==> config.mk <==
export PLATFORM = sky130hd
export DESIGN_NAME = apbRegFile
export DESIGN_NICKNAME = d
export VERILOG_FILES = /design/src/logic/mlpPkg.sv /design/src/logic/apbRegFile.sv
export SDC_FILE = /design/constraint.sdc
export NUM_CORES = 1
export LEC_CHECK = 0
export BUFFER_PORTS_ARGS = -buffer_cell sky130_fd_sc_hd__buf_2
export CORE_MARGIN = 3
export CORE_UTILIZATION = 36
export CTS_CLUSTER_SIZE = 28
export DETAILED_ROUTE_END_ITERATION = 10
export GPL_TIMING_DRIVEN = 0
export HOLD_SLACK_MARGIN = 0.05
export PLACE_DENSITY_LB_ADDON = 0.25
export SYNTH_ARGS = -nofsm -noshare
export SYNTH_HDL_FRONTEND = slang
export SYNTH_SLANG_ARGS = --single-unit
==> constraint.sdc <==
create_clock -name clk -period 3 [get_ports clk]
set_input_delay 0 -clock clk [delete_from_list [all_inputs] [get_ports clk]]
set_output_delay 0 -clock clk [all_outputs]
set_load 0.005 [all_outputs]
==> src/logic/mlpPkg.sv <==
package mlpPkg;

	// --------------------------------------------------
	// network sizes and fixed-point format
	// --------------------------------------------------
	localparam int numInputs = 15;
	localparam int numHidden = 8;
	localparam int numOutputs = 4;
	localparam int maxFanIn = 15;
	localparam int fracBits = 8;

	localparam int layerLatency = 3; // input, sum and relu registers.
	localparam int netLatency = 2 * layerLatency;

	typedef logic signed [15:0] fixWord; // Q8.8 two's complement.
	typedef logic [7:0] apbAddr;
	typedef logic [31:0] apbData;

	typedef fixWord [0:maxFanIn-1] fanInVec; // lane k holds input k.
	typedef fixWord [0:numInputs-1] inputVec;
	typedef fixWord [0:numHidden-1] hiddenVec;
	typedef fixWord [0:numOutputs-1] outputVec;

	typedef enum logic [1:0] {idle, running, finished} ctrlState;

	typedef struct packed {
		logic psel;
		logic penable;
		logic pwrite;
		apbAddr paddr;
		apbData pwdata;
	} apbReq;

	typedef struct packed {
		apbData prdata;
		logic pready;
		logic pslverr;
	} apbRsp;

	// --------------------------------------------------
	// register map
	// --------------------------------------------------
	localparam apbAddr addrInputBase = 8'h00;
	localparam apbAddr addrCtrl = 8'h40;
	localparam apbAddr addrStatus = 8'h44;
	localparam apbAddr addrOutputBase = 8'h50;

	// --------------------------------------------------
	// fixed weights, raw Q8.8 values
	// --------------------------------------------------
	localparam fanInVec hiddenWeights [numHidden] = '{
		'{16'sd212, -16'sd87, 16'sd340, -16'sd512, 16'sd96, 16'sd18, -16'sd230, 16'sd410,
			-16'sd66, 16'sd155, -16'sd301, 16'sd73, 16'sd260, -16'sd140, 16'sd35},
		'{-16'sd180, 16'sd402, -16'sd25, 16'sd133, -16'sd377, 16'sd288, 16'sd61, -16'sd94,
			16'sd517, -16'sd210, 16'sd44, -16'sd158, 16'sd90, 16'sd323, -16'sd269},
		'{16'sd75, -16'sd148, 16'sd606, -16'sd33, 16'sd210, -16'sd420, 16'sd117, 16'sd39,
			-16'sd286, 16'sd364, 16'sd182, -16'sd71, -16'sd455, 16'sd58, 16'sd241},
		'{-16'sd310, 16'sd27, -16'sd96, 16'sd450, 16'sd168, -16'sd55, 16'sd392, -16'sd237,
			16'sd84, -16'sd19, 16'sd276, 16'sd530, -16'sd122, -16'sd348, 16'sd106},
		'{16'sd1480, -16'sd1320, 16'sd905, -16'sd760, 16'sd1210, -16'sd1105, 16'sd640,
			-16'sd980, 16'sd1350, -16'sd870, 16'sd725, -16'sd1190, 16'sd1020, -16'sd655,
			16'sd1275},
		'{16'sd48, 16'sd295, -16'sd163, -16'sd84, 16'sd371, 16'sd126, -16'sd442, 16'sd209,
			-16'sd57, 16'sd88, -16'sd316, 16'sd240, 16'sd14, 16'sd187, -16'sd99},
		'{-16'sd265, -16'sd131, 16'sd78, 16'sd356, -16'sd42, 16'sd198, 16'sd251, -16'sd389,
			16'sd143, 16'sd67, -16'sd203, -16'sd28, 16'sd415, -16'sd176, 16'sd322},
		'{16'sd150, -16'sd441, 16'sd597, 16'sd204, -16'sd222, -16'sd155, -16'sd463, 16'sd50,
			16'sd118, -16'sd352, -16'sd15, 16'sd381, 16'sd792, -16'sd61, -16'sd114}
	};

	localparam hiddenVec hiddenBias = '{16'sd64, -16'sd32, 16'sd120, -16'sd90, 16'sd256,
		16'sd15, -16'sd128, -16'sd51};

	localparam hiddenVec outWeights [numOutputs] = '{
		'{16'sd310, -16'sd145, 16'sd228, -16'sd96, 16'sd402, 16'sd57, -16'sd260, 16'sd183},
		'{-16'sd120, 16'sd276, -16'sd51, 16'sd345, 16'sd90, -16'sd210, 16'sd418, -16'sd33},
		'{16'sd1550, -16'sd1400, 16'sd1290, 16'sd1170, -16'sd1380, 16'sd960, -16'sd1240,
			16'sd1305},
		'{16'sd64, 16'sd197, -16'sd318, 16'sd142, -16'sd75, 16'sd289, 16'sd36, -16'sd204}
	};

	localparam outputVec outBias = '{16'sd40, -16'sd25, 16'sd100, 16'sd12};

endpackage

==> src/logic/apbRegFile.sv <==
`timescale 1ns/1ps

module apbRegFile (
	input logic clk,
	input logic reset,
	input mlpPkg::apbReq req,
	output mlpPkg::apbRsp rsp,
	input logic busy,
	input logic done,
	input mlpPkg::outputVec netResult,
	output mlpPkg::inputVec netInput,
	output logic startReq
);
	import mlpPkg::*;

	outputVec resultReg;
	logic access;
	logic aligned;
	logic [3:0] wordIndex;
	logic [1:0] outIndex;
	logic isInput;
	logic isCtrl;
	logic isStatus;
	logic isOutput;
	logic mapped;
	logic writeError;
	logic wrEnable;
	fixWord inWord;
	fixWord outWord;

	// --------------------------------------------------
	// address decode
	// --------------------------------------------------
	assign access = req.psel && req.penable; // zero wait states, so this is the last cycle.
	assign aligned = (req.paddr[1:0] == 2'b00);
	assign wordIndex = req.paddr[5:2];
	assign outIndex = req.paddr[3:2];

	assign isInput = aligned && (req.paddr[7:6] == addrInputBase[7:6])
		&& (wordIndex < 4'(numInputs));
	assign isCtrl = (req.paddr == addrCtrl);
	assign isStatus = (req.paddr == addrStatus);
	assign isOutput = aligned && (req.paddr[7:4] == addrOutputBase[7:4]);
	assign mapped = isInput || isCtrl || isStatus || isOutput;

	// status and results are read only, inputs and control are locked while busy.
	assign writeError = req.pwrite && ((busy && (isInput || isCtrl)) || isStatus || isOutput);
	assign wrEnable = access && req.pwrite && mapped && !writeError;

	// --------------------------------------------------
	// registers
	// --------------------------------------------------
	always_ff @(posedge clk)
	begin
		if (reset)
		begin
			netInput <= '0;
			resultReg <= '0;
			startReq <= 1'b0;
		end
		else
		begin
			if (wrEnable && isInput)
			begin
				netInput[wordIndex] <= fixWord'(req.pwdata[15:0]);
			end
			startReq <= wrEnable && isCtrl && req.pwdata[0]; // one cycle pulse.
			if (busy)
			begin
				resultReg <= netResult; // the last load lands on the edge done rises.
			end
		end
	end

	// --------------------------------------------------
	// read data and response
	// --------------------------------------------------
	assign inWord = netInput[wordIndex];
	assign outWord = resultReg[outIndex];

	always_comb
	begin
		rsp.prdata = '0;
		if (isInput)
		begin
			rsp.prdata = {{16{inWord[15]}}, inWord};
		end
		else if (isStatus)
		begin
			rsp.prdata = {30'b0, done, busy};
		end
		else if (isOutput)
		begin
			rsp.prdata = {{16{outWord[15]}}, outWord};
		end
		rsp.pready = 1'b1;
		rsp.pslverr = access && (!mapped || writeError);
	end

endmodule

Word-level counts from Yosys, hierarchy flattened
Index checks and enable logic that the tools add are counted.
Operators by class
  shift-type cells: 0
  mux-type cells: 12
  equal/unequal tests: 3
  divide/modulo/power cells: 0
  $add $sub $neg: 0
  magnitude comparators: 4
  bitwise logic cells: 2
  multiply operators: 0
  reductions and logical operators: 24
Operator list (count)
  240-bit bitwise mux: 1
  32-bit two-way mux: 3
  16-bit two-way mux: 5
  16-bit binary-select mux with 4-bit select: 1
  16-bit demux with 4-bit select: 1
  16-bit binary-select mux with 2-bit select: 1
  8-bit by 7-bit == test with 1-bit output (second input constant): 2
  1-bit logical AND: 14
  1-bit logical OR: 6
  5-bit greater-or-equal comparator (second input constant): 1
  5-bit by 1-bit < comparator with 1-bit output (second input constant): 1
  4-bit inverter with 5-bit output: 1
  4-bit by 3-bit == test with 1-bit output (second input constant): 1
  2-bit logical NOT: 2
  4-bit < comparator (second input constant): 1
  3-bit greater-or-equal comparator (second input constant): 1
  2-bit inverter with 3-bit output: 1
  1-bit logical NOT: 2
Word-level totals
  bits in registers: 305
  RAM bits: 0
  bits in read-only memories: 0
  memories: 0
  bits of input ports: 111
  latch bits: 0
  output and inout bits: 275
  word-level logic and storage cells: 65

Depth between registers and ports, before layout
  word-level depth: 12
  mapped depth: 9
  mapped depth without buffers: 4

Worst setup path before layout
Ideal clock, no wire load.
  path kind: input to output
  from: input req[34] (netlist name)
  to: output rsp[18] (netlist name)
  path slack: 807 ps
  required time: 3000 ps
  path buffers: 5
  stages on the path: 9
  data arrival time: 2193 ps
  cell sequence: buf_2 -> buf_2 -> buf_2 -> buf_2 -> mux2i_1 -> o2bb2ai_1 -> mux2i_1 -> o211ai_1 -> buf_4
RTL lines
  start, declared: line apbRegFile.sv:6  | input mlpPkg::apbReq req,
  end, declared: line apbRegFile.sv:7  | output mlpPkg::apbRsp rsp,

==> flow_summary.ini <==
[place]
io_buffers = 364
place_congestion = 0.9628
numPlacedInstances = 2411
dp_hpwl_microns = 47780

[cells_and_area]
nFillCells = 3591
nets = 2133
drive_above_1_share_pct = 29.55
final_common_cell = nand2_1
area_delta_synth_final_pct = 33.66
final_cell_mix = nand2_1, buf_2, dfxtp_1, a21oi_1, mux2i_1
final_cells = 2566

[timing]
period_share_pct = 96.59
rsz0062_at_grt = no
worst_pin_slew_ns = 0.9992
slew_viol_final = 0
finalHoldViolCount = 0
max_freq_ghz = 0.3451
fin_skew_ns = 0
period_minus_slack_ns = 2.898
setup_viol = 0
hold_ws_ns = 0.1779
slew_headroom_pct = 33.39

[synthesis]
ys_seq_elements = 305
synthAdderAreaFrac_pct = 0
synth_nets = 1647
ys_seq_area_share_pct = 44.25
syn_area_sq_mm = 0.01380
syn_inst = 1536
synth_xor_area_share_pct = 0
async_flop_share_pct = 0
synthDistinctLibCells = 48
synth-edff-count = 0
avgSynthCellArea_sq_um = 8.983
yosysWarnings = 0
synth_ff_type = dfxtp_1
synth_compound_gate_area_share_pct = 12.82
synth-simple-area-share_pct = 20.06
synth_top_family_by_area = simple AND/OR/NAND/NOR gates
synthMuxAreaShare_pct = 17.18

[clock_tree]
cts_tree = built
clk_pin_slew_ns = 0.06
clock_latency_ns = 0.52
numCtsBuffers = 37
clockRootBuffer = clkbuf_16
clk_path_buf_depth = 3
clock-sinks = 305
htree_levels = 2

[global_route]
grt_max_degree = 18
grt.total_usage_pct = 30.46
antenna_found_initial = 6
grt_pass1_vias = 13730
grt_pass1_wl_microns = 92360
gr-total-overflow = 0

[power]
sequentialPowerShare_pct = 42.2
comb_power_share_pct = 7.8
p_leak_nw = 7.674
p_int_mw = 7.459
p_per_area_mw_per_mm2 = 530.2
p_switching_mw = 2.319
ir_drop_mv = 0.3396
sw_frac_of_total_pct = 23.71
pwr-share-clk_pct = 49.9

[floorplan]
start_util_pct = 36.55
die_w_microns = 201.8
rows = 71
ios = 386
die_h_microns = 201.8
coreArea_sq_mm = 0.03776
fp.dieArea_sq_mm = 0.04071

[routing]
post_drt_wl_per_cell_microns = 25.07
drt_iter0_drc = 1222
drc = 0
first_pass_iters = 5
ant_nets = 0
vias = 14060
drt_wl_total_microns = 64340
vias_per_cell = 5.477

[worst_setup_path]
worst_path_max_delay_cell = buf_2
cp_common_cell = buf_2
cp.required_ns = 3.00
cp_max_fo = 10
endpoint_kind = primary output
start_kind = primary input
crit_chain = buf_2 -> buf_2 -> buf_2 -> buf_2 -> mux2i_1 -> o22ai_1 -> a221oi_1 -> o221ai_1 -> buf_2
cpPeakStageDelay_ns = 0.47
cp.arrival_ns = 2.90
critical_path_class = in2out

[min_path]
hp-class = in2reg

[flow_run]
maxCapViolCount = 0

[run_status]
status = finished clean
-- timing repair --
| item | CTS | global route |
|---|---|---|
| hold buffers | 82 | 0 |
| pin swaps | 1 | 0 |
| hold endpoints to repair | 153 | 0 |
| resized for setup | 1 | 4 |
| setup endpoints to repair | 23 | 17 |
| buffers inserted | 1 | 0 |
-- synth_stat cells, types with 10 or more instances --
cell	instances	area share [%]
a21oi_1	203	7.4
a21oi_2	27	1.7
buf_2	23	0.83
buf_4	27	1.5
clkbuf_1	76	2.1
dfxtp_1	305	44
mux2i_1	103	7.5
mux4_2	55	9.0
nand2_1	471	13
nand3b_1	13	0.71
nand4_1	12	0.54
nor2_1	71	1.9
nor4_4	15	2.3
o21ai_0	10	0.36
-- power groups by stage --
stage	registers [mW]	clock network (mW)	logic [mW]
global route	4.13	5.09	0.802
CTS	4.13	4.91	0.750
floorplan	4.21	0	0.372
detailed placement	4.22	0	0.666
finish	4.13	4.88	0.767
global placement	4.22	0	0.662
-- final timing paths --
kind | cells after the start | from | slack, ns | to
worst max-delay path | 9 | req[34] | 0.10 | rsp[2]
worst min-delay path | 5 | req[41] | 0.18 | netInput[65]$_SDFFE_PP0P_
worst max register to register | 2 | netInput[1]$_SDFFE_PP0P_ | 2.19 | netInput[1]$_SDFFE_PP0P_
worst min register to register | 2 | netInput[135]$_SDFFE_PP0P_ | 0.47 | netInput[135]$_SDFFE_PP0P_
-- cell type report --
cell class / instances / area [sq um] / share of cell area [%]
multi-input cells: 1082 / 6912 / 37.48
flip-flops and latches: 305 / 6106 / 33.11
repair buffers: 447 / 2650 / 14.37
clock buffers: 51 / 1091 / 5.916
plain buffers: 147 / 779.5 / 4.227
well taps: 511 / 639.4 / 3.467
clock inverters: 17 / 247.7 / 1.343
diodes: 4 / 10.01 / 0.05427
inverters: 2 / 7.507 / 0.04071
-- per-layer routing --
metal | part of all wire [%] | vias to the layer above | GRT usage (%)
li1 | - | 6271 | -
met1 | 40 | 6872 | 39.53
met2 | 45 | 767 | 48.78
met3 | 10 | 139 | 8.552
met4 | 4.3 | 6 | 11.06
met5 | 0.053 | - | 0
-- state kept, by name, indices dropped and copies added (netlist names) --
| register | cells |
|---|---|
| resultReg | 64 |
| netInput | 240 |
| startReq | 1 |
-- kinds of logic after synthesis --
kind of cell,Yosys count
buffers and inverters,149
flip-flops,305
multiplexers,167
other,1
AND/OR/NAND/NOR,614
AO/OA/AOI/OAI,300
-- per-stage QoR --
| step | setup WS, ns | instance area (sq um) | util (%) | total power [mW] | TNS (ns) |
|---|---|---|---|---|---|
| after floorplan | 0.8074 | 13800 | - | 4.580 | 0 |
| after global placement | -0.5774 | 16260 | 43.07 | 4.877 | -9.738 |
| after detailed placement | -0.6495 | 16260 | 43.07 | 4.883 | -10.98 |
| after CTS | 0.04223 | 18430 | 48.81 | 9.790 | 0 |
| after global routing | 0.01309 | 18440 | 48.84 | 10.02 | 0 |
| final | 0.1023 | 18440 | 48.85 | 9.777 | 0 |
-- worst max-delay path: cells and delay by family --
kind,cells,cell delay (ns)
mux,1,0.35
buf+inv,5,1.75
compound gates,3,0.78
(Power assumes the default switching activity.)
