<file path="config.mk">
export PLATFORM = sky130hd
export DESIGN_NAME = inferenceControl
export DESIGN_NICKNAME = d
export VERILOG_FILES = /design/src/logic/mlpPkg.sv /design/src/logic/inferenceControl.sv
export SDC_FILE = /design/constraint.sdc
export NUM_CORES = 1
export LEC_CHECK = 0
export ABC_AREA = 1
export BUFFER_PORTS_ARGS = -buffer_cell sky130_fd_sc_hd__buf_2
export CORE_AREA = 2 2 39 41
export DETAILED_ROUTE_END_ITERATION = 6
export DIE_AREA = 0 0 41 43
export PLACE_DENSITY = 0.43
export REMOVE_ABC_BUFFERS = 1
export SYNTH_ARGS = -nofsm -noshare
export SYNTH_HDL_FRONTEND = slang
export SYNTH_SLANG_ARGS = --single-unit
</file>
<file path="constraint.sdc">
create_clock -name clk -period 1.34 [get_ports clk]
set_clock_uncertainty 0.05 [all_clocks]
set_input_delay 0.134 -clock clk [delete_from_list [all_inputs] [get_ports clk]]
set_output_delay 0.134 -clock clk [all_outputs]
set_load 0.005 [all_outputs]
</file>
<file path="src/logic/mlpPkg.sv">
package mlpPkg;

	// --------------------------------------------------
	// network sizes and fixed-point format
	// --------------------------------------------------
	localparam int numInputs = 15;
	localparam int numHidden = 8;
	localparam int numOutputs = 4;
	localparam int maxFanIn = 15;
	localparam int fracBits = 8;

	localparam int layerLatency = 3; // input, sum and relu registers.
	localparam int netLatency = 2 * layerLatency;

	typedef logic signed [15:0] fixWord; // Q8.8 two's complement.
	typedef logic [7:0] apbAddr;
	typedef logic [31:0] apbData;

	typedef fixWord [0:maxFanIn-1] fanInVec; // lane k holds input k.
	typedef fixWord [0:numInputs-1] inputVec;
	typedef fixWord [0:numHidden-1] hiddenVec;
	typedef fixWord [0:numOutputs-1] outputVec;

	typedef enum logic [1:0] {idle, running, finished} ctrlState;

	typedef struct packed {
		logic psel;
		logic penable;
		logic pwrite;
		apbAddr paddr;
		apbData pwdata;
	} apbReq;

	typedef struct packed {
		apbData prdata;
		logic pready;
		logic pslverr;
	} apbRsp;

	// --------------------------------------------------
	// register map
	// --------------------------------------------------
	localparam apbAddr addrInputBase = 8'h00;
	localparam apbAddr addrCtrl = 8'h40;
	localparam apbAddr addrStatus = 8'h44;
	localparam apbAddr addrOutputBase = 8'h50;

	// --------------------------------------------------
	// fixed weights, raw Q8.8 values
	// --------------------------------------------------
	localparam fanInVec hiddenWeights [numHidden] = '{
		'{16'sd212, -16'sd87, 16'sd340, -16'sd512, 16'sd96, 16'sd18, -16'sd230, 16'sd410,
			-16'sd66, 16'sd155, -16'sd301, 16'sd73, 16'sd260, -16'sd140, 16'sd35},
		'{-16'sd180, 16'sd402, -16'sd25, 16'sd133, -16'sd377, 16'sd288, 16'sd61, -16'sd94,
			16'sd517, -16'sd210, 16'sd44, -16'sd158, 16'sd90, 16'sd323, -16'sd269},
		'{16'sd75, -16'sd148, 16'sd606, -16'sd33, 16'sd210, -16'sd420, 16'sd117, 16'sd39,
			-16'sd286, 16'sd364, 16'sd182, -16'sd71, -16'sd455, 16'sd58, 16'sd241},
		'{-16'sd310, 16'sd27, -16'sd96, 16'sd450, 16'sd168, -16'sd55, 16'sd392, -16'sd237,
			16'sd84, -16'sd19, 16'sd276, 16'sd530, -16'sd122, -16'sd348, 16'sd106},
		'{16'sd1480, -16'sd1320, 16'sd905, -16'sd760, 16'sd1210, -16'sd1105, 16'sd640,
			-16'sd980, 16'sd1350, -16'sd870, 16'sd725, -16'sd1190, 16'sd1020, -16'sd655,
			16'sd1275},
		'{16'sd48, 16'sd295, -16'sd163, -16'sd84, 16'sd371, 16'sd126, -16'sd442, 16'sd209,
			-16'sd57, 16'sd88, -16'sd316, 16'sd240, 16'sd14, 16'sd187, -16'sd99},
		'{-16'sd265, -16'sd131, 16'sd78, 16'sd356, -16'sd42, 16'sd198, 16'sd251, -16'sd389,
			16'sd143, 16'sd67, -16'sd203, -16'sd28, 16'sd415, -16'sd176, 16'sd322},
		'{16'sd150, -16'sd441, 16'sd597, 16'sd204, -16'sd222, -16'sd155, -16'sd463, 16'sd50,
			16'sd118, -16'sd352, -16'sd15, 16'sd381, 16'sd792, -16'sd61, -16'sd114}
	};

	localparam hiddenVec hiddenBias = '{16'sd64, -16'sd32, 16'sd120, -16'sd90, 16'sd256,
		16'sd15, -16'sd128, -16'sd51};

	localparam hiddenVec outWeights [numOutputs] = '{
		'{16'sd310, -16'sd145, 16'sd228, -16'sd96, 16'sd402, 16'sd57, -16'sd260, 16'sd183},
		'{-16'sd120, 16'sd276, -16'sd51, 16'sd345, 16'sd90, -16'sd210, 16'sd418, -16'sd33},
		'{16'sd1550, -16'sd1400, 16'sd1290, 16'sd1170, -16'sd1380, 16'sd960, -16'sd1240,
			16'sd1305},
		'{16'sd64, 16'sd197, -16'sd318, 16'sd142, -16'sd75, 16'sd289, 16'sd36, -16'sd204}
	};

	localparam outputVec outBias = '{16'sd40, -16'sd25, 16'sd100, 16'sd12};

endpackage

</file>
<file path="src/logic/inferenceControl.sv">
`timescale 1ns/1ps

module inferenceControl (
	input logic clk,
	input logic reset,
	input logic startReq,
	output logic busy,
	output logic done
);
	import mlpPkg::*;

	ctrlState state;
	logic [$clog2(netLatency)-1:0] cycleCount;

	// --------------------------------------------------
	// state machine
	// --------------------------------------------------
	always_ff @(posedge clk)
	begin
		if (reset)
		begin
			state <= idle;
			cycleCount <= '0;
		end
		else
		begin
			case (state)
				idle, finished:
				begin
					if (startReq)
					begin
						state <= running;
						cycleCount <= '0;
					end
				end
				running:
				begin
					if (int'(cycleCount) == netLatency - 1)
					begin
						state <= finished; // pipeline now holds the current inputs.
					end
					else
					begin
						cycleCount <= cycleCount + 1'b1;
					end
				end
				default:
				begin
					state <= idle;
				end
			endcase
		end
	end

	assign busy = (state == running);
	assign done = (state == finished); // held until the next start.

endmodule

</file>
Word level (Yosys, flattened, before mapping)
Cells that the tools add are included.
{"block": "word_totals", "word_cells": 20, "latch_bits": 0, "mem_bits_rw": 0, "memories": 0, "out_inout_bits": 2, "inputBits": 3, "rom_bits": 0, "ff_bits": 5}
{"block": "op_classes", "muxes": 6, "n_bitwise": 0, "n_lt_le_gt_ge": 0, "reduce_logical": 5, "eq_ne": 6, "mul": 0, "add_sub_neg": 1, "div": 0, "n_shift": 0}
{"op": "2-to-1 mux 3 bit", "count": 2}
{"op": "case mux 3 bit (2 select lines)", "count": 1}
{"op": "2-to-1 mux 2 bit", "count": 2}
{"op": "inequality test 2 bit, second input constant", "count": 2}
{"op": "case mux 2 bit (2 select lines)", "count": 1}
{"op": "adder 3 x 1 -> 3 bit, second input constant", "count": 1}
{"op": "equality test 3 bit, second input constant", "count": 1}
{"op": "AND reduction 3 bit", "count": 1}
{"op": "equality test 2 x 1 -> 1 bit, second input constant", "count": 1}
{"op": "equality test 2 bit, second input constant", "count": 1}
{"op": "logical NOT 2 bit", "count": 1}
{"op": "inequality test 2 x 1 -> 1 bit, second input constant", "count": 1}
{"op": "AND reduction 2 bit", "count": 1}
{"op": "nonzero test 2 bit", "count": 1}
{"op": "OR reduction 2 bit", "count": 1}

Depth between registers and ports, before layout
Gate-level depths: netlist of the first run.
{"block": "depth", "depth_word": 4, "depth_mapped": 7, "depth_no_buf": 7}

Worst setup path before layout of the first run
Ideal clock, no wire load.
{"block": "synth_path", "path_kind": "reg-to-reg", "from": "register cycleCount[1]", "to": "register cycleCount[2]", "period_less_slack_ns": 1.030, "path_buffers": 0, "path_slack_ns": 0.310, "arrival_ns": 0.910, "stages_incl_launch_ff": 8, "setup_ns": 0.070, "required_time_ns": 1.220, "path_cell_list": "dfxtp_1 -> inv_1 -> ha_1 -> nand2_1 -> nand2_2 -> nand2_2 -> nand2_1 -> a21oi_1"}
{"block": "synth_between", "elab_chain_len": 3, "elab_cells_between_ends": 6, "classes_between": "add/sub: 1; eq/ne: 2; mux: 2; reduce/logical: 1"}
{"item": "start, declared", "line_no": "inferenceControl.sv:13", "rtl": "logic [$clog2(netLatency)-1:0] cycleCount;"}
{"item": "start signal, assigned", "line_no": "inferenceControl.sv:44", "rtl": "cycleCount <= cycleCount + 1'b1;"}
{"item": "adder 3 x 1 -> 3 bit or equality test 3 bit (tied branches)", "line_no": "inferenceControl.sv:44, inferenceControl.sv:38"}
{"item": "2-to-1 mux 3 bit or inequality test 2 bit (tied branches)"}
{"item": "case mux 3 bit (2 select lines) or AND reduction 3 bit (tied branches)"}
Several ways; a longest one is shown, not always the timed one. The select of a mux whose other input is x is not followed.
A chain may end at the register's enable or synchronous reset.

Worst setup path in the final report of the first run
{"block": "layout_path", "from": "register cycleCount[1]", "to": "register cycleCount[1]"}
Same word-level chain as after synthesis.

==> metrics.yaml, run 1 <==
place:
  place.port_buffers: 4
  place_ws_ns: 0.1790
  numPlacedInstances: 60
  hpwlAfterDp_um: 382.3
  gp_congestion: 0.5942
worst_setup_path:
  crit_path_top_delay_cell: "dfxtp_1"
  critPathCaptureType: "flop"
  critPathMaxFanout: 5
  worst-r2r-cell-count: 7
  critical_path.reg2reg.endpoint: "cycleCount[1]"
  ff2ff_setup_slack_ns: 0.20
  crit_buf_inv: 1
  critical_path_depth: 7
  cp_data_required_time_ns: 1.46
  critPathKind: "reg2reg"
  worst_setup_path_startpoint: "cycleCount[1]"
  critPathCapture: "cycleCount[1]"
  worst_setup_path_start_kind: "flop"
  cp_data_arrival_time_ns: 1.26
  critical_path.reg2reg.startpoint: "cycleCount[1]"
  largest_stage_delay_worst_path_ns: 0.34
  critical_path_cell_list: "inv_1 > ha_1 > nand2_1 > nand2_2 > nand2_2 > nand2_1 > a21oi_1"
  cpLargestDelayFamily: "simple AND/OR/NAND/NOR gates"
synth:
  post-synth-top-area-fraction_pct: 37.04
  ys_seq_area_share_pct: 37.04
  synth_edf_count: 0
  synth_area_um2: 270.3
  netlist-cell-type-count: 11
  synth_top_cells_by_count: "9 x nand2_1, 7 x inv_1, 6 x nor2_1, 5 x dfxtp_1, 4 x a21oi_1"
  ys_dominant_reg_cell: "dfxtp_1"
  synthesis.area_per_instance_um2: 6.756
  yosys.area.top_type: "dfxtp_1"
  ys_top_cells_by_area: "dfxtp_1 37%, nand2_1 13%, inv_1 9.7%"
  postSynthRegisterBits: 5
  ys_warn_count: 0
  synth.most_common_cell: "nand2_1"
  async_reset_ff_share_pct: 0
  syn_inst: 40
global_routing:
  grt_most_used_layer: "met4"
  grt_antenna_before_repair: 0
  grt_pass1_vias: 209
  grt_pass1_wl_um: 848
  use_met2_pct: 9.688
  maximum_number_of_pins_on_one_net_before_global_route_repair: 6
  track_usage_pct: 8.124
  met1_usage_pct: 9.295
  gr_layer_usage_met3_pct: 3.141
  overflow: 0
drt:
  route.antenna.remaining_nets: 0
  drt-pass1-iter-count: 1
  wl_um: 472
  vias: 245
  detail_route.wl_per_cell_um: 7.375
  detail_route.drc_violations: 0
  vias_per_cell: 3.828
  drt-initial-drc-count: 0
clocking:
  number_of_h_tree_levels: 1
  clock_path_buffers: 2
  buffer_type_at_the_clock_tree_root: "clkbuf_4"
  cts_hold_buf: 0
  tritoncts_clock_tree: "yes"
  cts-resized-gates: 0
  insertion_delay_ns: 0.24
  cts_buffers: 3
  cts.sinks: 5
  postCtsSetupRepairBufs: 0
  clk_transition_reported_paths_ns: 0.04
outcome:
  outcome: "completed"
sta:
  final-max-slew-violation-count: 0
  min_period_ns: 1.145
  setup_ws_ns: 0.1950
  hold_violations: 0
  timing.slew.headroom_pct: 88.23
  setup_violations: 0
  setup-tns-final_ns: 0
  slew_worst_pin_ns: 0.1761
  fin_crit_sh_pct: 85.45
  fmaxAchievable_ghz: 0.8734
  grt_setup_unrepaired: "no"
layout:
  final_layout_size_suffix_gt1_share_pct: 22.92
  n_fill_cell: 160
  stdcell_count: 64
  nNetsFinal: 54
  insertedDiodeCount: 0
  areaGrowthSynthToFinish_pct: 24.54
pwr:
  max-vdd-ir-drop_uv: 288.4
  power_density_cells_nw_per_um2: 1104
  totalPowerFinal_mw: 0.3717
  static_leakage_nw: 0.1521
floorplan:
  die_width_um: 41
  dieArea_um2: 1763
  core_um2: 1384
  starting_density_of_the_core_pct: 19.53
  rows: 14
  floorplan.io_pins: 5
  chipHeight_um: 43
worst_hold_path:
  hold_path.class: "in2reg"
flow_run:
  max_cap_violations: 0
-- per-stage QoR --
step	utilization [%]	hold WS (ns)	instance area, um^2
floorplan	-	0.1531	270.3
global placement	22.42	0.3237	310.3
detailed placement	22.42	0.3196	310.3
CTS	24.32	0.06166	336.6
global route	24.32	0.08027	336.6
finish	24.32	0.07158	336.6
-- worst register-to-register path: stages (launching register included) --
cell and delay, ns:
dfxtp_1 0.34, inv_1 0.05, ha_1 0.17, nand2_1 0.10, nand2_2 0.11, nand2_2 0.09, nand2_1 0.05, a21oi_1 0.12
-- kinds of logic after synthesis --
family | count (synthesis) | synth area share (%)
compound gates | 4 | 7.408
fa+ha+maj | 2 | 9.258
buf+inv | 8 | 11.11
flops | 5 | 37.04
simple gates | 21 | 35.18
-- power by group --
part	total [mW]	switching, mW	internal (mW)
registers	0.162	0.00584	0.156
clock network	0.169	0.0566	0.112
logic	0.0412	0.0264	0.0148
total	0.372	0.0889	0.283
-- worst min-delay path by stage --
stage	startpoint	to	slack, ns	cells after the start
final	reset	state[0]	0.07	2
after detailed placement	reset	state[0]	0.32	2
after CTS	reset	state[0]	0.06	2
after global routing	reset	state[0]	0.08	2
after global placement	reset	cycleCount[2]	0.32	2
after floorplan	reset	cycleCount[1]	0.15	1
-- cell type report --
class | count | area, um^2 | area share [%]
Sequential cell | 5 | 100.1 | 29.74
Inverter | 8 | 30.03 | 8.922
Tap cell | 16 | 20.02 | 5.948
Clock buffer | 4 | 26.28 | 7.807
Multi-Input combinational cell | 27 | 140.1 | 41.64
Timing Repair Buffer | 4 | 20.02 | 5.948
-- per-layer routing --
metal  part of all wire [%]  wire length (um)
met5                      0                 0
met4                      0                 0
met3                      0                 0
met2                     53               249
met1                     47               222
-- registers in the layout, summed over array words and instances (netlist names) --
register and flops:
cycleCount 3, state 2
-- cells in the final DEF, fill, tap and decap left out --
cell type	synthesis	final
ha_1	2	2
inv_1	7	7
clkbuf_1	0	1
inv_2	1	1
nor3_1	1	1
nand2_2	2	2
dfxtp_1	5	5
nand3_1	2	2
nand2_1	9	9
a21oi_1	4	4
nor2_4	1	1
nor2_1	6	6
buf_2	0	4
clkbuf_4	0	3
Note: power is estimated with default switching activity, not from simulation.
==> inputs of run 2 (changes only) <==
--- a/config.mk
+++ b/config.mk
@@ -12,6 +12,7 @@
 export DIE_AREA = 0 0 41 43
 export PLACE_DENSITY = 0.43
 export REMOVE_ABC_BUFFERS = 1
+export SLEW_MARGIN = 10
 export SYNTH_ARGS = -nofsm -noshare
 export SYNTH_HDL_FRONTEND = slang
 export SYNTH_SLANG_ARGS = --single-unit
==> constraint.sdc (replaced) <==
create_clock -name clk -period 1.34 [get_ports clk]
set_clock_uncertainty 0.05 [all_clocks]
set_input_delay 0.402 -clock clk [delete_from_list [all_inputs] [get_ports clk]]
set_output_delay 0.402 -clock clk [all_outputs]
set_load 0.005 [all_outputs]
==> run 2 against run 1 <==
Highest routed layer unchanged. Die area is the same. Register-to-register slack is essentially flat. Via count grew 2.4%. Global-route usage is the same. Count of clock-buffer cells in the layout is the same. Utilization grew 0.72 points. Clock power is essentially flat. Largest power group unchanged. Worst hold slack gained 0.26 ns. Critical path depth shrank 4. First-iteration DRC count grew 5. Sequential share of layout area shrank 0.14 points. Combinational power grew 9.5%.
==> metrics.yaml, run 2 (same netlist as run 1, synthesis figures left out) <==
floorplan:
  dieArea_um2: 1763  # unchanged
  starting_density_of_the_core_pct: 19.53  # unchanged
  core_um2: 1384  # unchanged
  rows: 14  # unchanged
  floorplan.io_pins: 5  # unchanged
  die_width_um: 41  # unchanged
  chipHeight_um: 43  # unchanged
clocking:
  insertion_delay_ns: 0.24  # about the same
  buffer_type_at_the_clock_tree_root: "clkbuf_4"
  cts_hold_buf: 0  # unchanged
  cts_buffers: 3  # unchanged
  cts.sinks: 5  # unchanged
  clock_path_buffers: 2  # unchanged
  tritoncts_clock_tree: "yes"
  number_of_h_tree_levels: 1  # unchanged
  clk_transition_reported_paths_ns: 0.04  # about the same
sta:
  grt_setup_unrepaired: "no"
  min_period_ns: 1.282  # +0.1373 ns
  setup_ws_ns: 0.05771  # -0.1373 ns
  setup-tns-final_ns: 0  # unchanged
  timing.slew.headroom_pct: 88.75  # +0.52 points
  setup_violations: 0  # unchanged
  slew_worst_pin_ns: 0.1683  # -0.007784 ns
  final-max-slew-violation-count: 0  # unchanged
  fin_crit_sh_pct: 95.69  # +10 points
  fmaxAchievable_ghz: 0.7799  # -11%
  hold_violations: 0  # unchanged
worst_setup_path:
  cp_data_arrival_time_ns: 0.83  # -0.43 ns
  critPathMaxFanout: 3  # -2
  critPathCaptureType: "primary output"
  worst_setup_path_start_kind: "flop"
  worst-r2r-cell-count: 7  # unchanged
  cp_data_required_time_ns: 0.89  # -0.57 ns
  critPathKind: "reg2out"
layout:
  stdcell_count: 65  # +1.6%
  sequential_cell_area_um2: 102.6  # +2.5%
  final_layout_size_suffix_gt1_share_pct: 30.61  # +7.7 points
  largest_register_ff_count: 3  # unchanged
  n_fill_cell: 161  # +0.63%
  multi_input_comb_area_um2: 140.1  # unchanged
  postLayoutCoreUtil_pct: 25.05  # +0.72 points
  insertedDiodeCount: 0  # unchanged
  areaGrowthSynthToFinish_pct: 28.24
  most-common-layout-cells: "9 x nand2_1, 6 x inv_1, 6 x nor2_1"
  reg.largest.list: "cycleCount x3, state x2"
  registers.top_by_ff_count: "cycleCount"
  most_common_cell_after_layout_fill_and_taps_aside: "nand2_1"
  final_cell_area_um2: 346.6  # +3.0%
  nNetsFinal: 55  # +1.9%
pwr:
  power_density_cells_nw_per_um2: 1083  # -1.9%
  p_switching_mw: 0.08819  # -0.81%
  static_leakage_nw: 0.1572  # +3.4%
  switching_share_pct: 23.49  # -0.43 points
  power_frac_clock_pct: 44.8  # -0.6 points
  p_int_mw: 0.2872  # +1.6%
  share_comb_of_total_power_pct: 12.0  # +0.9 points
  max-vdd-ir-drop_uv: 260.2  # -9.8%
  share_seq_of_total_power_pct: 43.2  # -0.3 points
place:
  gp_congestion: 0.5942  # unchanged
  place.port_buffers: 4  # unchanged
  hpwlAfterDp_um: 382.3  # unchanged
  numPlacedInstances: 60  # unchanged
  place_ws_ns: 0.1790  # unchanged
  dpl-instance-area_um2: 310.3  # unchanged
outcome:
  outcome: "completed"
global_routing:
  grt_pass1_wl_um: 848  # unchanged
  grt_antenna_before_repair: 0  # unchanged
  overflow: 0  # unchanged
  track_usage_pct: 8.124  # unchanged
  grt_pass1_vias: 209  # unchanged
  maximum_number_of_pins_on_one_net_before_global_route_repair: 6  # unchanged
drt:
  drt-initial-drc-count: 5  # +5
  detail_route.drc_violations: 0  # unchanged
  vias: 251  # +2.4%
  wl_um: 474  # +0.42%
  vias_per_cell: 3.862  # +0.87%
  route.antenna.remaining_nets: 0  # unchanged
  detail_route.wl_per_cell_um: 7.292  # -1.1%
  drt-pass1-iter-count: 2  # +1
worst_hold_path:
  hold_path.class: "in2reg"
  timing.hold.worst_path_depth: 2  # unchanged
flow_run:
  max_cap_violations: 0  # unchanged
-- run 2: cell count changes in the layout (fill, tap and decap cells not counted) --
| cell | previous run | this run |
|---|---|---|
| dfxtp_2 | 0 | 2 |
| inv_1 | 7 | 6 |
| dfxtp_1 | 5 | 3 |
| inv_2 | 1 | 2 |
| buf_4 | 0 | 1 |
-- run 2: per-stage QoR --
| step | power, mW | hold WS, ns |
|---|---|---|
| floorplan | 0.1915 | 0.4039 |
| global placement | 0.2061 | 0.4272 |
| detailed placement | 0.2056 | 0.4526 |
| CTS | 0.3818 | 0.3222 |
| global route | 0.4015 | 0.3300 |
| finish | 0.3754 | 0.3281 |
-- run 2: final timing paths --
path,from,slack (ns),end
setup / recovery,state[0],0.06,busy
setup reg to reg,cycleCount[1],0.20,cycleCount[1]
hold / removal,reset,0.33,state[0]
hold reg to reg,cycleCount[0],0.45,cycleCount[0]
-- run 2: worst max-delay path: stages (launching register included) --
cell     delay, ns
dfxtp_2       0.34
inv_2         0.05
nor2_4        0.09
buf_2         0.11
-- run 2: metal layers --
layer | track usage (%) | vias to the layer above | part of all wire, % | routed length (um)
li1 | - | 138 | - | -
met2 | 9.688 | 0 | 54 | 257
met3 | 3.141 | 0 | 0 | 0
met5 | 0 | - | 0 | 0
met1 | 9.295 | 113 | 46 | 216
met4 | 10.00 | 0 | 0 | 0
-- run 2: layout make-up --
class,instances,area share [%]
inverters,8,8.664
well taps,16,5.776
repair buffers,5,7.942
flip-flops and latches,5,29.60
clock buffers,4,7.581
multi-input cells,27,40.43
-- run 2: power by group through the flow --
| stage | clock network, mW | logic [mW] | registers [mW] |
|---|---|---|---|
| floorplan | 0 | 0.0286 | 0.163 |
| global placement | 0 | 0.0421 | 0.164 |
| detailed placement | 0 | 0.0413 | 0.164 |
| CTS | 0.178 | 0.0417 | 0.162 |
| global route | 0.185 | 0.0531 | 0.163 |
| finish | 0.168 | 0.0451 | 0.162 |
-- run 2: repair_timing --
item / 4_1_cts / 5_1_grt
setup endpoints to repair: 1 / 2
pin swaps: 0 / 1
setup buffers: 0 / 1
resized for setup: 1 / 2
cloned: 0 / 0
==> inputs of run 3 (changes only) <==
--- a/config.mk
+++ b/config.mk
@@ -11,6 +11,7 @@
 export DETAILED_ROUTE_END_ITERATION = 6
 export DIE_AREA = 0 0 41 43
 export PLACE_DENSITY = 0.43
+export RECOVER_POWER = 100
 export REMOVE_ABC_BUFFERS = 1
 export SLEW_MARGIN = 10
 export SYNTH_ARGS = -nofsm -noshare
==> run 3 against run 2 <==
Non-clock buffer count did not move. Count of clock-buffer cells in the layout did not move. Via count did not move. Total power fell by 0.38%. Die area did not move. First-iteration DRC count did not move. Critical endpoint unchanged.
==> metrics.yaml, run 3 (same netlist as run 1, synthesis figures left out) <==
outcome:
  outcome: "completed"
sta:
  setup-tns-final_ns: 0  # unchanged
  setup_violations: 0  # unchanged
  fmaxAchievable_ghz: 0.7799  # unchanged
  hold_violations: 0  # unchanged
  timing.slew.headroom_pct: 89.72  # +0.97 points
  worst_hold_slack_ns: 0.3281  # -0.000008000 ns
  grt_setup_unrepaired: "no"
  slew_worst_pin_ns: 0.1531  # -0.01527 ns
  fin_crit_sh_pct: 95.69  # unchanged
  final-max-slew-violation-count: 0  # unchanged
  min_period_ns: 1.282  # unchanged
flow_run:
  max_cap_violations: 0  # unchanged
clocking:
  buffer_type_at_the_clock_tree_root: "clkbuf_4"
  cts_buffers: 3  # unchanged
  insertion_delay_ns: 0.24  # about the same
  clock_path_buffers: 2  # unchanged
  tritoncts_clock_tree: "yes"
  number_of_h_tree_levels: 1  # unchanged
  cts.sinks: 5  # unchanged
  clk_transition_reported_paths_ns: 0.04  # about the same
pwr:
  max-vdd-ir-drop_uv: 259.8  # -0.16%
  power_density_cells_nw_per_um2: 1087  # +0.34%
  static_leakage_nw: 0.1572  # about the same
  p_int_mw: 0.2866  # -0.20%
  power_frac_clock_pct: 44.9  # about the same
  share_comb_of_total_power_pct: 11.7  # -0.3 points
  p_switching_mw: 0.08733  # -0.97%
  share_seq_of_total_power_pct: 43.4  # +0.2 points
  switching_share_pct: 23.35  # -0.14 points
place:
  gp_congestion: 0.5942  # unchanged
  hpwlAfterDp_um: 382.3  # unchanged
  place.port_buffers: 4  # unchanged
worst_setup_path:
  worst_setup_path_start_kind: "flop"
  critPathMaxFanout: 3  # unchanged
  critPathCaptureType: "primary output"
  cp_data_arrival_time_ns: 0.83  # about the same
  cp_data_required_time_ns: 0.89  # about the same
  critical_path_cell_list: "inv_2 > nor2_4 > buf_2"
  crit_path_top_delay_cell: "dfxtp_2"
  critPathKind: "reg2out"
  largest_stage_delay_worst_path_ns: 0.34  # about the same
drt:
  drt-pass1-iter-count: 2  # unchanged
  detail_route.drc_violations: 0  # unchanged
  drt-initial-drc-count: 5  # unchanged
  detail_route.wl_per_cell_um: 7.277  # -0.21%
  wl_um: 473  # -0.21%
  vias: 251  # unchanged
  vias_per_cell: 3.862  # unchanged
  route.antenna.remaining_nets: 0  # unchanged
global_routing:
  grt_pass1_vias: 209  # unchanged
  overflow: 0  # unchanged
  maximum_number_of_pins_on_one_net_before_global_route_repair: 6  # unchanged
  track_usage_pct: 8.124  # unchanged
  grt_antenna_before_repair: 0  # unchanged
  grt_pass1_wl_um: 848  # unchanged
floorplan:
  rows: 14  # unchanged
  dieArea_um2: 1763  # unchanged
  starting_density_of_the_core_pct: 19.53  # unchanged
  chipHeight_um: 43  # unchanged
  core_um2: 1384  # unchanged
  floorplan.io_pins: 5  # unchanged
  die_width_um: 41  # unchanged
layout:
  areaGrowthSynthToFinish_pct: 27.31
  reg.largest.list: "cycleCount x3, state x2"
  nNetsFinal: 55  # unchanged
  final_layout_size_suffix_gt1_share_pct: 28.57  # -2.0 points
  most_common_cell_after_layout_fill_and_taps_aside: "nand2_1"
  n_fill_cell: 162  # +0.62%
  insertedDiodeCount: 0  # unchanged
  largest_register_ff_count: 3  # unchanged
  most-common-layout-cells: "10 x nand2_1, 6 x inv_1, 6 x nor2_1"
  registers.top_by_ff_count: "cycleCount"
worst_hold_path:
  hold_path.class: "in2reg"
-- run 3: cell type report --
type	count	area [um^2]	area share (%)
clock buffer	4	26.28	7.636
inverter	8	30.03	8.727
multi-input combinational	27	137.6	40.00
sequential	5	102.6	29.82
tap	16	20.02	5.818
timing repair buffer	5	27.53	8.000
-- run 3: critical path: cells and delay by family, from the launching register on --
kind,cells,cell delay [ns]
simple gates,1,0.09
buf+inv,2,0.16
flops,1,0.34
-- run 3: what timing repair did --
action | 4_1_cts | 5_1_grt
setup endpoints to repair | 1 | 2
pin swaps | 0 | 1
buffers inserted | 0 | 1
hold buffers | 0 | 0
resized for setup | 1 | 2
-- run 3: metrics by stage --
step                      area, um^2  util [%]  total power [mW]  instances  setup WS, ns
after CTS                      337.8     24.41            0.3818         64       0.01969
final                          344.1     24.86            0.3740         65       0.05771
after floorplan                270.3         -            0.1915         40        0.3103
after global routing           344.1     24.86            0.4000         65      0.002652
after detailed placement       310.3     22.42            0.2056         60        0.1790
after global placement         310.3     22.42            0.2061         60        0.1827
-- run 3: routing by layer --
layer	global-route usage, %	wire (um)	share of wire, %	vias up
li1	-	-	-	138
met2	9.688	256	54	0
met5	0	0	0	-
met4	10.00	0	0	0
met3	3.141	0	0	0
met1	9.295	216	46	113
-- run 3: worst paths after layout --
check / to / slack [ns] / cells after the start / from
worst max-delay path: busy / 0.06 / 3 / state[0]
worst min-delay path: state[0] / 0.33 / 2 / reset
worst max register to register: cycleCount[1] / 0.18 / 7 / cycleCount[1]
worst min register to register: cycleCount[0] / 0.45 / 1 / cycleCount[0]
-- run 3: power by group through the flow --
stage,clock network (mW),logic (mW),registers [mW]
2_1_floorplan,0,0.0286,0.163
3_3_place_gp,0,0.0421,0.164
3_5_place_dp,0,0.0413,0.164
4_1_cts,0.178,0.0417,0.162
5_1_grt,0.185,0.0516,0.163
6_report,0.168,0.0437,0.162
